**src/include/core_defs.svh**
```systemverilog
`ifndef CORE_DEFS_SVH
`define CORE_DEFS_SVH

`define XLEN 32
`define NREGS 32

`define RESET_PC 32'h0000_0100

// credits held by the instruction source right after reset
`define CORE_CREDITS 2

`endif

```
**src/hdl/core_pkg.sv**
```systemverilog
package core_pkg;

	typedef enum logic [6:0] {
		OPCODE_LOAD     = 7'b0000011,
		OPCODE_MISC_MEM = 7'b0001111,
		OPCODE_OP_IMM   = 7'b0010011,
		OPCODE_AUIPC    = 7'b0010111,
		OPCODE_STORE    = 7'b0100011,
		OPCODE_OP       = 7'b0110011,
		OPCODE_LUI      = 7'b0110111,
		OPCODE_BRANCH   = 7'b1100011,
		OPCODE_JALR     = 7'b1100111,
		OPCODE_JAL      = 7'b1101111,
		OPCODE_SYSTEM   = 7'b1110011
	} opcode_e;

	// shared by OP and OP_IMM since both use the same funct3 encoding
	typedef enum logic [2:0] {
		FUNCT3_ALU_ADD_SUB = 3'b000,
		FUNCT3_ALU_SLL     = 3'b001,
		FUNCT3_ALU_SLT     = 3'b010,
		FUNCT3_ALU_SLTU    = 3'b011,
		FUNCT3_ALU_XOR     = 3'b100,
		FUNCT3_ALU_SR      = 3'b101,
		FUNCT3_ALU_OR      = 3'b110,
		FUNCT3_ALU_AND     = 3'b111
	} funct3_alu_e;

	typedef enum logic [2:0] {
		FUNCT3_BRANCH_BEQ  = 3'b000,
		FUNCT3_BRANCH_BNE  = 3'b001,
		FUNCT3_BRANCH_BLT  = 3'b100,
		FUNCT3_BRANCH_BGE  = 3'b101,
		FUNCT3_BRANCH_BLTU = 3'b110,
		FUNCT3_BRANCH_BGEU = 3'b111
	} funct3_branch_e;

	typedef enum logic [3:0] {
		ALU_OP_ADD,
		ALU_OP_SUB,
		ALU_OP_SLL,
		ALU_OP_SLT,
		ALU_OP_SLTU,
		ALU_OP_XOR,
		ALU_OP_SRL,
		ALU_OP_SRA,
		ALU_OP_OR,
		ALU_OP_AND,
		ALU_OP_IN1_PASSTHROUGH
	} alu_op_e;

	typedef enum logic {
		ALU_IN1_SEL_REGFILE_OUT1,
		ALU_IN1_SEL_IMM
	} alu_in1_sel_e;

	typedef enum logic [1:0] {
		ALU_IN2_SEL_REGFILE_OUT2,
		ALU_IN2_SEL_IMM,
		ALU_IN2_SEL_PC
	} alu_in2_sel_e;

	typedef enum logic [2:0] {
		CMP_OP_EQ,
		CMP_OP_NE,
		CMP_OP_LT,
		CMP_OP_GE,
		CMP_OP_LTU,
		CMP_OP_GEU
	} cmp_op_e;

	typedef enum logic [2:0] {
		IMM_FMT_I,
		IMM_FMT_S,
		IMM_FMT_B,
		IMM_FMT_U,
		IMM_FMT_J
	} imm_fmt_e;

	typedef enum logic {
		WR_SEL_ALU_OUT,
		WR_SEL_PC_4
	} wr_sel_e;

endpackage

```
**src/hdl/decode.sv**
```systemverilog
`timescale 1ns/1ns

module decode (
	input  logic [31:0]             instr_i,
	output logic                    regfile_we_o,
	output core_pkg::wr_sel_e       wr_sel_o,
	output core_pkg::alu_op_e       alu_op_o,
	output core_pkg::alu_in1_sel_e  alu_in1_sel_o,
	output core_pkg::alu_in2_sel_e  alu_in2_sel_o,
	output core_pkg::imm_fmt_e      imm_fmt_o,
	output core_pkg::cmp_op_e       cmp_op_o,
	output logic                    is_branch_o,
	output logic                    is_jump_o,
	output logic                    illegal_o
);
	import core_pkg::*;

	opcode_e opcode;
	funct3_alu_e funct3_alu;
	funct3_branch_e funct3_branch;

	assign opcode = opcode_e'(instr_i[6:0]);
	assign funct3_alu = funct3_alu_e'(instr_i[14:12]);
	assign funct3_branch = funct3_branch_e'(instr_i[14:12]);

	always_comb begin
		regfile_we_o = 1'b0;
		wr_sel_o = WR_SEL_ALU_OUT;
		alu_op_o = ALU_OP_ADD;
		alu_in1_sel_o = ALU_IN1_SEL_REGFILE_OUT1;
		alu_in2_sel_o = ALU_IN2_SEL_REGFILE_OUT2;
		imm_fmt_o = IMM_FMT_I;
		cmp_op_o = CMP_OP_EQ;
		is_branch_o = 1'b0;
		is_jump_o = 1'b0;
		illegal_o = 1'b0;

		priority case (opcode)
		OPCODE_LUI: begin
			regfile_we_o = 1'b1;
			alu_op_o = ALU_OP_IN1_PASSTHROUGH;
			alu_in1_sel_o = ALU_IN1_SEL_IMM;
			imm_fmt_o = IMM_FMT_U;
		end
		OPCODE_AUIPC: begin
			regfile_we_o = 1'b1;
			alu_in1_sel_o = ALU_IN1_SEL_IMM;
			alu_in2_sel_o = ALU_IN2_SEL_PC;
			imm_fmt_o = IMM_FMT_U;
		end
		OPCODE_JAL: begin
			regfile_we_o = 1'b1;
			wr_sel_o = WR_SEL_PC_4;
			alu_in1_sel_o = ALU_IN1_SEL_IMM;
			alu_in2_sel_o = ALU_IN2_SEL_PC;
			imm_fmt_o = IMM_FMT_J;
			is_jump_o = 1'b1;
		end
		OPCODE_JALR: begin
			regfile_we_o = 1'b1;
			wr_sel_o = WR_SEL_PC_4;
			alu_in2_sel_o = ALU_IN2_SEL_IMM;
			is_jump_o = 1'b1;
		end
		OPCODE_BRANCH: begin
			// the ALU forms the target while compare_unit decides
			alu_in1_sel_o = ALU_IN1_SEL_IMM;
			alu_in2_sel_o = ALU_IN2_SEL_PC;
			imm_fmt_o = IMM_FMT_B;
			is_branch_o = 1'b1;
			case (funct3_branch)
			FUNCT3_BRANCH_BEQ:  cmp_op_o = CMP_OP_EQ;
			FUNCT3_BRANCH_BNE:  cmp_op_o = CMP_OP_NE;
			FUNCT3_BRANCH_BLT:  cmp_op_o = CMP_OP_LT;
			FUNCT3_BRANCH_BGE:  cmp_op_o = CMP_OP_GE;
			FUNCT3_BRANCH_BLTU: cmp_op_o = CMP_OP_LTU;
			FUNCT3_BRANCH_BGEU: cmp_op_o = CMP_OP_GEU;
			default: begin
				is_branch_o = 1'b0;
				illegal_o = 1'b1;
			end
			endcase
		end
		OPCODE_LOAD: begin
			// address only, there is no data memory behind it
			alu_in2_sel_o = ALU_IN2_SEL_IMM;
		end
		OPCODE_STORE: begin
			alu_in2_sel_o = ALU_IN2_SEL_IMM;
			imm_fmt_o = IMM_FMT_S;
		end
		OPCODE_OP_IMM, OPCODE_OP: begin
			regfile_we_o = 1'b1;
			if (opcode == OPCODE_OP_IMM)
				alu_in2_sel_o = ALU_IN2_SEL_IMM;
			priority case (funct3_alu)
			FUNCT3_ALU_ADD_SUB:
				// only the register form has SUB
				if (opcode == OPCODE_OP && instr_i[30])
					alu_op_o = ALU_OP_SUB;
				else
					alu_op_o = ALU_OP_ADD;
			FUNCT3_ALU_SLL:  alu_op_o = ALU_OP_SLL;
			FUNCT3_ALU_SLT:  alu_op_o = ALU_OP_SLT;
			FUNCT3_ALU_SLTU: alu_op_o = ALU_OP_SLTU;
			FUNCT3_ALU_XOR:  alu_op_o = ALU_OP_XOR;
			FUNCT3_ALU_SR:
				if (instr_i[30])
					alu_op_o = ALU_OP_SRA;
				else
					alu_op_o = ALU_OP_SRL;
			FUNCT3_ALU_OR:   alu_op_o = ALU_OP_OR;
			FUNCT3_ALU_AND:  alu_op_o = ALU_OP_AND;
			endcase
		end
		OPCODE_MISC_MEM, OPCODE_SYSTEM: begin
			// fence, csr access, ecall and ebreak retire with no effect
			regfile_we_o = 1'b0;
		end
		default:
			illegal_o = 1'b1;
		endcase
	end
endmodule

```
**src/hdl/imm_gen.sv**
```systemverilog
`timescale 1ns/1ns
`include "core_defs.svh"

module imm_gen (
	input  logic [31:0]         instr_i,
	input  core_pkg::imm_fmt_e  fmt_i,
	output logic [`XLEN-1:0]    imm_o
);
	import core_pkg::*;

	logic sign;

	assign sign = instr_i[31];

	always_comb begin
		case (fmt_i)
		IMM_FMT_S:
			imm_o = {{(`XLEN-12){sign}}, instr_i[31:25], instr_i[11:7]};
		IMM_FMT_B:
			imm_o = {{(`XLEN-12){sign}}, instr_i[7], instr_i[30:25], instr_i[11:8], 1'b0};
		IMM_FMT_U:
			imm_o = {instr_i[31:12], 12'b0};
		IMM_FMT_J:
			imm_o = {{(`XLEN-20){sign}}, instr_i[19:12], instr_i[20], instr_i[30:21], 1'b0};
		default:
			imm_o = {{(`XLEN-12){sign}}, instr_i[31:20]};
		endcase
	end
endmodule

```
**src/hdl/regfile.sv**
```systemverilog
`timescale 1ns/1ns
`include "core_defs.svh"

module regfile (
	input  logic              clk_i,
	input  logic              rst_n_i,
	input  logic [4:0]        rs1_i,
	input  logic [4:0]        rs2_i,
	input  logic [4:0]        rd_i,
	input  logic              we_i,
	input  logic [`XLEN-1:0]  wd_i,
	output logic [`XLEN-1:0]  rs1_data_o,
	output logic [`XLEN-1:0]  rs2_data_o
);
	logic [`XLEN-1:0] regs [`NREGS];

	always_ff @(posedge clk_i or negedge rst_n_i) begin
		if (!rst_n_i) begin
			for (int i = 0; i < `NREGS; i++)
				regs[i] <= '0;
		end else if (we_i && rd_i != 5'd0) begin
			regs[rd_i] <= wd_i;
		end
	end

	// x0 reads zero because it is never written after reset
	assign rs1_data_o = regs[rs1_i];
	assign rs2_data_o = regs[rs2_i];

	a_x0_zero: assert property (@(posedge clk_i) disable iff (!rst_n_i)
		((rs1_i != 5'd0) || (rs1_data_o == '0)) && ((rs2_i != 5'd0) || (rs2_data_o == '0)))
		else $error("regfile: x0 read returned a nonzero value");
endmodule

```
**src/hdl/alu.sv**
```systemverilog
`timescale 1ns/1ns
`include "core_defs.svh"

module alu (
	input  core_pkg::alu_op_e       op_i,
	input  core_pkg::alu_in1_sel_e  in1_sel_i,
	input  core_pkg::alu_in2_sel_e  in2_sel_i,
	input  logic [`XLEN-1:0]        rs1_data_i,
	input  logic [`XLEN-1:0]        rs2_data_i,
	input  logic [`XLEN-1:0]        imm_i,
	input  logic [`XLEN-1:0]        pc_i,
	output logic [`XLEN-1:0]        result_o
);
	import core_pkg::*;

	logic [`XLEN-1:0] in1;
	logic [`XLEN-1:0] in2;
	logic [$clog2(`XLEN)-1:0] shamt;

	assign in1 = (in1_sel_i == ALU_IN1_SEL_IMM) ? imm_i : rs1_data_i;

	always_comb begin
		case (in2_sel_i)
		ALU_IN2_SEL_IMM: in2 = imm_i;
		ALU_IN2_SEL_PC:  in2 = pc_i;
		default:         in2 = rs2_data_i;
		endcase
	end

	assign shamt = in2[$clog2(`XLEN)-1:0];

	always_comb begin
		case (op_i)
		ALU_OP_SUB:  result_o = in1 - in2;
		ALU_OP_SLL:  result_o = in1 << shamt;
		ALU_OP_SLT:  result_o = {{(`XLEN-1){1'b0}}, $signed(in1) < $signed(in2)};
		ALU_OP_SLTU: result_o = {{(`XLEN-1){1'b0}}, in1 < in2};
		ALU_OP_XOR:  result_o = in1 ^ in2;
		ALU_OP_SRL:  result_o = in1 >> shamt;
		ALU_OP_SRA:  result_o = $signed(in1) >>> shamt;
		ALU_OP_OR:   result_o = in1 | in2;
		ALU_OP_AND:  result_o = in1 & in2;
		ALU_OP_IN1_PASSTHROUGH: result_o = in1;
		default:     result_o = in1 + in2;
		endcase
	end
endmodule

```
**src/hdl/compare_unit.sv**
```systemverilog
`timescale 1ns/1ns
`include "core_defs.svh"

module compare_unit (
	input  core_pkg::cmp_op_e  op_i,
	input  logic [`XLEN-1:0]   a_i,
	input  logic [`XLEN-1:0]   b_i,
	output logic               taken_o
);
	import core_pkg::*;

	always_comb begin
		case (op_i)
		CMP_OP_EQ:  taken_o = (a_i == b_i);
		CMP_OP_NE:  taken_o = (a_i != b_i);
		CMP_OP_LT:  taken_o = ($signed(a_i) < $signed(b_i));
		CMP_OP_GE:  taken_o = ($signed(a_i) >= $signed(b_i));
		CMP_OP_LTU: taken_o = (a_i < b_i);
		CMP_OP_GEU: taken_o = (a_i >= b_i);
		default:    taken_o = 1'b0;
		endcase
	end
endmodule

```
**src/hdl/retire_stage.sv**
```systemverilog
`timescale 1ns/1ns
`include "core_defs.svh"

module retire_stage (
	input  logic               clk_i,
	input  logic               rst_n_i,
	input  logic               instr_valid_i,
	input  logic [4:0]         rd_i,
	input  logic               regfile_we_i,
	input  core_pkg::wr_sel_e  wr_sel_i,
	input  logic [`XLEN-1:0]   alu_result_i,
	input  logic               is_branch_i,
	input  logic               is_jump_i,
	input  logic               cmp_taken_i,
	input  logic               illegal_i,
	output logic [`XLEN-1:0]   pc_o,
	output logic               rf_we_o,
	output logic [`XLEN-1:0]   rf_wd_o,
	output logic               wb_valid_o,
	output logic               wb_we_o,
	output logic [4:0]         wb_rd_o,
	output logic [`XLEN-1:0]   wb_data_o,
	output logic [`XLEN-1:0]   wb_pc_o,
	output logic [`XLEN-1:0]   next_pc_o,
	output logic               taken_o,
	output logic               illegal_trace_o,
	output logic               credit_o
);
	import core_pkg::*;

	logic [`XLEN-1:0] pc_q;
	logic [`XLEN-1:0] pc_plus4;
	logic [`XLEN-1:0] next_pc;
	logic redirect;
	logic [$clog2(`CORE_CREDITS + 1)-1:0] src_credits;

	assign pc_o = pc_q;
	assign pc_plus4 = pc_q + `XLEN'd4;
	assign redirect = is_jump_i | (is_branch_i & cmp_taken_i);

	// clearing bit 0 matters only for JALR, other targets are already even
	assign next_pc = redirect ? {alu_result_i[`XLEN-1:1], 1'b0} : pc_plus4;

	assign rf_we_o = regfile_we_i & instr_valid_i;
	assign rf_wd_o = (wr_sel_i == WR_SEL_PC_4) ? pc_plus4 : alu_result_i;

	always_ff @(posedge clk_i or negedge rst_n_i) begin
		if (!rst_n_i) begin
			pc_q <= `RESET_PC;
			wb_valid_o <= 1'b0;
			credit_o <= 1'b0;
			wb_we_o <= 1'b0;
			taken_o <= 1'b0;
			illegal_trace_o <= 1'b0;
			src_credits <= `CORE_CREDITS;
		end else begin
			wb_valid_o <= instr_valid_i;
			credit_o <= instr_valid_i;
			wb_we_o <= rf_we_o;
			taken_o <= instr_valid_i & redirect;
			illegal_trace_o <= instr_valid_i & illegal_i;
			// mirrors the credit count held by the source
			src_credits <= src_credits - instr_valid_i + credit_o;
			if (instr_valid_i)
				pc_q <= next_pc;
		end
	end

	always_ff @(posedge clk_i) begin
		if (instr_valid_i) begin
			wb_rd_o <= rd_i;
			wb_data_o <= rf_wd_o;
			wb_pc_o <= pc_q;
			next_pc_o <= next_pc;
		end
	end

	a_credit_with_retire: assert property (@(posedge clk_i) disable iff (!rst_n_i)
		wb_valid_o == credit_o)
		else $error("retire_stage: credit_o and wb_valid_o differ");

	a_target_aligned: assert property (@(posedge clk_i) disable iff (!rst_n_i)
		taken_o |-> (next_pc_o[1:0] == 2'b00))
		else $error("retire_stage: taken target is not word aligned");

	// the source must never send without a credit in hand
	a_source_has_credit: assert property (@(posedge clk_i) disable iff (!rst_n_i)
		instr_valid_i |-> (src_credits != '0))
		else $error("retire_stage: instruction sent with no credit left");
endmodule

```
**src/hdl/rv_core.sv**
```systemverilog
`timescale 1ns/1ns
`include "core_defs.svh"

module rv_core (
	input  logic              clk_i,
	input  logic              rst_n_i,
	input  logic              instr_valid_i,
	input  logic [31:0]       instr_i,
	output logic              wb_valid_o,
	output logic              wb_we_o,
	output logic [4:0]        wb_rd_o,
	output logic [`XLEN-1:0]  wb_data_o,
	output logic [`XLEN-1:0]  pc_o,
	output logic [`XLEN-1:0]  next_pc_o,
	output logic              taken_o,
	output logic              illegal_o,
	output logic              credit_o
);
	import core_pkg::*;

	logic dec_regfile_we;
	wr_sel_e wr_sel;
	alu_op_e alu_op;
	alu_in1_sel_e alu_in1_sel;
	alu_in2_sel_e alu_in2_sel;
	imm_fmt_e imm_fmt;
	cmp_op_e cmp_op;
	logic is_branch;
	logic is_jump;
	logic dec_illegal;
	logic [`XLEN-1:0] imm;
	logic [`XLEN-1:0] rs1_data;
	logic [`XLEN-1:0] rs2_data;
	logic [`XLEN-1:0] alu_result;
	logic cmp_taken;
	logic [`XLEN-1:0] cur_pc;
	logic rf_we;
	logic [`XLEN-1:0] rf_wd;

	decode i_decode (
		.instr_i       (instr_i),
		.regfile_we_o  (dec_regfile_we),
		.wr_sel_o      (wr_sel),
		.alu_op_o      (alu_op),
		.alu_in1_sel_o (alu_in1_sel),
		.alu_in2_sel_o (alu_in2_sel),
		.imm_fmt_o     (imm_fmt),
		.cmp_op_o      (cmp_op),
		.is_branch_o   (is_branch),
		.is_jump_o     (is_jump),
		.illegal_o     (dec_illegal)
	);

	imm_gen i_imm_gen (
		.instr_i (instr_i),
		.fmt_i   (imm_fmt),
		.imm_o   (imm)
	);

	regfile i_regfile (
		.clk_i      (clk_i),
		.rst_n_i    (rst_n_i),
		.rs1_i      (instr_i[19:15]),
		.rs2_i      (instr_i[24:20]),
		.rd_i       (instr_i[11:7]),
		.we_i       (rf_we),
		.wd_i       (rf_wd),
		.rs1_data_o (rs1_data),
		.rs2_data_o (rs2_data)
	);

	alu i_alu (
		.op_i       (alu_op),
		.in1_sel_i  (alu_in1_sel),
		.in2_sel_i  (alu_in2_sel),
		.rs1_data_i (rs1_data),
		.rs2_data_i (rs2_data),
		.imm_i      (imm),
		.pc_i       (cur_pc),
		.result_o   (alu_result)
	);

	compare_unit i_compare_unit (
		.op_i    (cmp_op),
		.a_i     (rs1_data),
		.b_i     (rs2_data),
		.taken_o (cmp_taken)
	);

	retire_stage i_retire_stage (
		.clk_i           (clk_i),
		.rst_n_i         (rst_n_i),
		.instr_valid_i   (instr_valid_i),
		.rd_i            (instr_i[11:7]),
		.regfile_we_i    (dec_regfile_we),
		.wr_sel_i        (wr_sel),
		.alu_result_i    (alu_result),
		.is_branch_i     (is_branch),
		.is_jump_i       (is_jump),
		.cmp_taken_i     (cmp_taken),
		.illegal_i       (dec_illegal),
		.pc_o            (cur_pc),
		.rf_we_o         (rf_we),
		.rf_wd_o         (rf_wd),
		.wb_valid_o      (wb_valid_o),
		.wb_we_o         (wb_we_o),
		.wb_rd_o         (wb_rd_o),
		.wb_data_o       (wb_data_o),
		.wb_pc_o         (pc_o),
		.next_pc_o       (next_pc_o),
		.taken_o         (taken_o),
		.illegal_trace_o (illegal_o),
		.credit_o        (credit_o)
	);
endmodule

```
**config.mk**
```make
export PLATFORM = sky130hd
export DESIGN_NAME = rv_core
export DESIGN_NICKNAME = d
export VERILOG_FILES = /design/src/hdl/core_pkg.sv /design/src/hdl/decode.sv /design/src/hdl/imm_gen.sv /design/src/hdl/regfile.sv /design/src/hdl/alu.sv /design/src/hdl/compare_unit.sv /design/src/hdl/retire_stage.sv /design/src/hdl/rv_core.sv
export VERILOG_INCLUDE_DIRS = /design/src /design/src/include
export SDC_FILE = /design/constraint.sdc
export NUM_CORES = 2
export LEC_CHECK = 0
export ABC_CLOCK_PERIOD_IN_PS = 11000
export BUFFER_PORTS_ARGS = -buffer_cell sky130_fd_sc_hd__buf_2
export CORE_ASPECT_RATIO = 0.9
export CORE_MARGIN = 2
export CORE_UTILIZATION = 35
export CTS_CLUSTER_DIAMETER = 50
export DETAILED_ROUTE_END_ITERATION = 7
export SYNTH_ARGS = -nofsm -noshare
export SYNTH_HDL_FRONTEND = slang
export SYNTH_HIERARCHICAL = 1
export SYNTH_SLANG_ARGS = --single-unit
```
**constraint.sdc**
```tcl
create_clock -name clk_i -period 11 [get_ports clk_i]
set_input_delay 1.1 -clock clk_i [delete_from_list [all_inputs] [get_ports clk_i]]
set_output_delay 1.1 -clock clk_i [all_outputs]
set_load 0.02 [all_outputs]
```
==> results <==
- The flow ran to the end, but the final reports show violations.
- The final reports fail on DRC.
- The worst register-to-register path has a depth of 19.
- The total routing resource utilization after global routing is 26.6%.
- The row count is 159.
- Max-cap violations in this run came to 0.
- The count of final max-slew check failures is 0.
- The internal power of the cells is 8.24 mW.
- The total die area is 214000 µm².
- The cell taking the most area after synthesis is dfrtp_1.
- In this run, placement finished with an instance count of 9274.
- The largest clock skew in the final design is 0.0573 ns.
- After the flow finishes, the layout carries non-filler instances totaling 9523.
- In this run, flip-flops and latches consume 37.7% of the power.
- Sequential cells were found to cover 40.2% of the synthesized design area.
- Routability-driven placement finished with a final weighted congestion of 1.04.
- The number of nets at the end of the flow is 6846.
- Once detail routing completed, the nets flagged for antenna violations numbered 0.
- Clock-pin slew was measured on the worst setup and hold paths at 0.06 ns.
- The worst setup path is of the input pin to register kind.
- The worst reg2reg path endpoint is i_regfile/regs[711].
- The via count of the routed design is 59303.
- The synthesized netlist cell count is 6866.
- In the post-route analysis, the smallest setup slack over all paths is 2.54 ns.
- The total overflow left after global routing is 0.
- For this run, the top clock speed supported by timing is 118 MHz.
- The wire-length estimate of the detail-placed layout is 191000 µm.
- The mapped netlist covers 73600 µm².
- The relative contribution of the clock network to total power is 36.5%.
- The synthesized area per cell is 10.7 µm².
- Entering global routing, the biggest net connects 186 pins.
- The most common cell type on the critical path is nor2_1.
- VDD sags by at most 0.156 mV.
- Setup repair after global routing left no endpoint under its margin.
- The synthesized netlist contains 114 unique library cells.
- Walking the worst path, the cells encountered are buf_2, nor2_1, nand2_1, a2111oi_2, buf_4, and3b_1, nor3_4, a211oi_1, a22oi_1, o21ai_0, ha_1, nand3_1, nor3_1, a22oi_1, a21boi_1, o31a_1, xnor2_1, nor2_1, a2111oi_0, buf_2, o21ai_1, nor2_1, a21oi_4, mux2_2.
- The worst setup path is launched from an input pin.
- In this run the post-CTS setup repair buffer count came out at 0.
- The fraction of layout instances using a drive strength above 1 is 25.1%.
- The number of sinks driven by the clock tree is 1161.
- The floorplan die height is 439 µm.
- The number of port buffers is 140.
- The share of the core filled with cells in the final layout is 38.8%.
- Counting instances in the post-synthesis netlist gives the leading cell types as mux2i_1 (1101), dfrtp_1 (1059), mux2_2 (992), nand2_1 (420), a21oi_1 (401).
- The wire length per cell is 30.6 µm.
- The DRC violation count after routing is 1.
- For this design the top-level I/O count stands at 141.
- The maximum root-to-sink buffer count is 3.
- The post-cts hold buffer count is 0.
- Counting every net in the synthesized netlist gives 7035.
- The transition time at the pin with the least slew margin is 1.29 ns.
- Counting flops and latches in the post-synthesis netlist gives 1161.
- The logic gate share of total power is 25.7%.
- TritonCTS built the clock tree.
- Yosys attributes the largest share of cell area to dfrtp_1 (36%), mux2_2 (15%), mux2i_1 (15%), edfxtp_1 (4.1%), a21oi_1 (2.7%).
- The number of gates given a new drive strength after cts is 0.
- The number of endpoints with negative hold slack in the final report came to 0.
- The detail-routed via count per cell is 6.23.
- For this block, the initial DRC count from the detailed router was 7093.
- The pre-CTS setup slack is 2.15 ns.
- In this design, the stage delay of the slowest critical-path cell is 0.90 ns.
- The area share of the largest cell type after synthesis is 36.0%.
- The Yosys step of the flow raised 6 warnings.
- The relative slew slack is 14.2%.
- The first-pass iteration count of the detailed router is 8.
- Counting flops with an async set or reset pin after synthesis yields a share of 91.3%.
- Along the worst path, the maximum fanout reaches 32.
- The power per standard cell area is 159 nW/µm².
- The minimum hold slack is 0.351 ns.
- Yosys mapped a number of flops with a built-in enable equal to 101.
- The total negative setup slack is 0 ns.
- The analysis attributes to net switching a power of 4.61 mW.
- The worst path needs 8.46 ns of the cycle, external delays included.
- The number of antenna violations at the first check in global routing is 26.
- The H-tree level count is 4.
- The cell sitting at the root of the clock tree is a clkbuf_16.
- The number of global-route vias before repair is 57787.
- The primary flip-flop cell chosen by synthesis mapping is dfrtp_1.
- The slowest stage of the critical path belongs to the cell and3b_1.
- The portion of the clock cycle consumed by the worst path in the final layout is 76.9%.
- The initial standard-cell utilization of the core is 35.2%.
- The number of clock buffers added by TritonCTS is 137.
- The clock insertion delay at the later pin of the skew report is 0.81 ns.
- For the worst setup path, the data arrival time is 9.18 ns.
- The endpoint class of the critical path is a register.
- mux2i_1 is the most common cell in the netlist.
- The final-layout fill cell count is 20009.
- The proportion of total power due to net switching is 35.9%.
- The floorplan die width is 487 µm.
- The start of the worst register-to-register path is i_regfile/regs[897].
- Across all register-to-register paths, the minimum setup slack is 3.88 ns.
- The floorplan step defined a core boundary enclosing 209000 µm².
- The path type of the worst min-delay path is input pin to async pin.
- The area growth from synthesis to final layout is 10.2%.
- Summed over all cells, the static leakage comes to 38.1 nW.
- The total setup violations reported at the end of the flow is 0.
- The wire length of the first global-routing pass is 419000 µm.
- The routed wire length is 292000 µm.
- The required time of the critical path is 11.72 ns.
[kinds of logic (layout without fill, tap and decap cells)]
group           Yosys count  after routing  synth area share (%)
flops                  1161           1161                  40.2
other cells               0              6                     0
simple gates           1201           1201                  7.90
mux                    2150           2150                  31.2
buf+inv                 785            699                  5.20
xor+xnor                 43             43                 0.512
fa+ha+maj               134            134                  2.30
compound gates         1392           1392                  12.7
[how the worst max path moves through the flow]
| stage | cells past startpoint | endpoint | slack, ns | start |
|---|---|---|---|---|
| floorplan | 28 | i_regfile/regs[696] | 3.62 | instr_i[4] |
| global placement | 23 | i_regfile/regs[313] | 1.54 | instr_i[2] |
| detailed placement | 24 | i_regfile/regs[249] | 2.15 | instr_i[2] |
| CTS | 24 | i_regfile/regs[249] | 2.96 | instr_i[2] |
| global route | 24 | i_regfile/regs[889] | 2.30 | instr_i[2] |
| finish | 24 | i_regfile/regs[249] | 2.54 | instr_i[2] |
[registers in the layout, indices dropped and copies added (netlist names)]
name	flops
i_regfile/regs	1024
i_retire_stage/credit_o	1
i_retire_stage/illegal_trace_o	1
i_retire_stage/next_pc_o	32
i_retire_stage/pc_o	32
i_retire_stage/taken_o	1
i_retire_stage/wb_data_o	32
i_retire_stage/wb_pc_o	32
i_retire_stage/wb_rd_o	5
i_retire_stage/wb_we_o	1
[layout by cell type (no fill, tap or decap), drive strengths merged, types with 24 or more instances in the layout]
cell    netlist  routed
clkinv        3      33
dfrtp      1059    1059
buf         320     316
nand3       239     239
nor3        119     119
clkbuf      324     183
inv         138     149
a21o         36      36
o22ai        50      50
nand2       420     420
edfxtp      101     101
mux2i      1104    1104
ha          132     132
o21ai       164     164
a31oi        81      81
a211oi       32      32
a22oi       246     246
a21oi       404     404
nand2b       25      25
nor2        227     227
a22o        133     133
mux2       1043    1043
nor2b        33      33
xnor2        24      24
a221oi       25      25
[routing by layer]
metal	GRT usage (%)	vias up	part of all wire (%)
met5	0	-	0.0024
li1	-	25027	-
met3	6.24	559	10
met4	9.60	2	3.7
met1	37.7	30568	44
met2	39.1	3147	43
[per-stage QoR]
stage	cell area (µm²)	total power, mW
finish	81100	12.9
global route	81100	13.3
CTS	81000	12.8
detailed placement	76400	8.11
global placement	76400	8.09
floorplan	73600	6.70
[cell type report]
cell class	instances	area, µm²	area share, %
Antenna cell	6	15.0	0.0185
Inverter	141	529	0.653
Multi-Input combinational cell	4920	40500	50.0
Timing Repair Buffer	316	2350	2.90
Clock buffer	183	3780	4.67
Tap cell	2737	3420	4.22
Sequential cell	1161	29600	36.5
Clock inverter	59	872	1.08
[power by group through the flow]
| stage | Combinational (mW) | Clock, mW | Sequential [mW] |
|---|---|---|---|
| 6_report | 3.31 | 4.70 | 4.85 |
| 5_1_grt | 3.47 | 4.97 | 4.86 |
| 4_1_cts | 3.20 | 4.78 | 4.84 |
| 3_5_place_dp | 3.19 | 0 | 4.91 |
| 3_3_place_gp | 3.18 | 0 | 4.90 |
| 2_1_floorplan | 1.84 | 0 | 4.87 |
[worst max-delay path: cells and delay by family]
kind / cells / cell delay [ns]
AO/OA/AOI/OAI: 10 / 4.13
buffers and inverters: 3 / 0.79
AND/OR/NAND/NOR: 8 / 2.20
adder cells (fa/ha/maj): 1 / 0.42
XOR/XNOR: 1 / 0.10
multiplexers: 1 / 0.32
(Power assumes the default switching activity.)
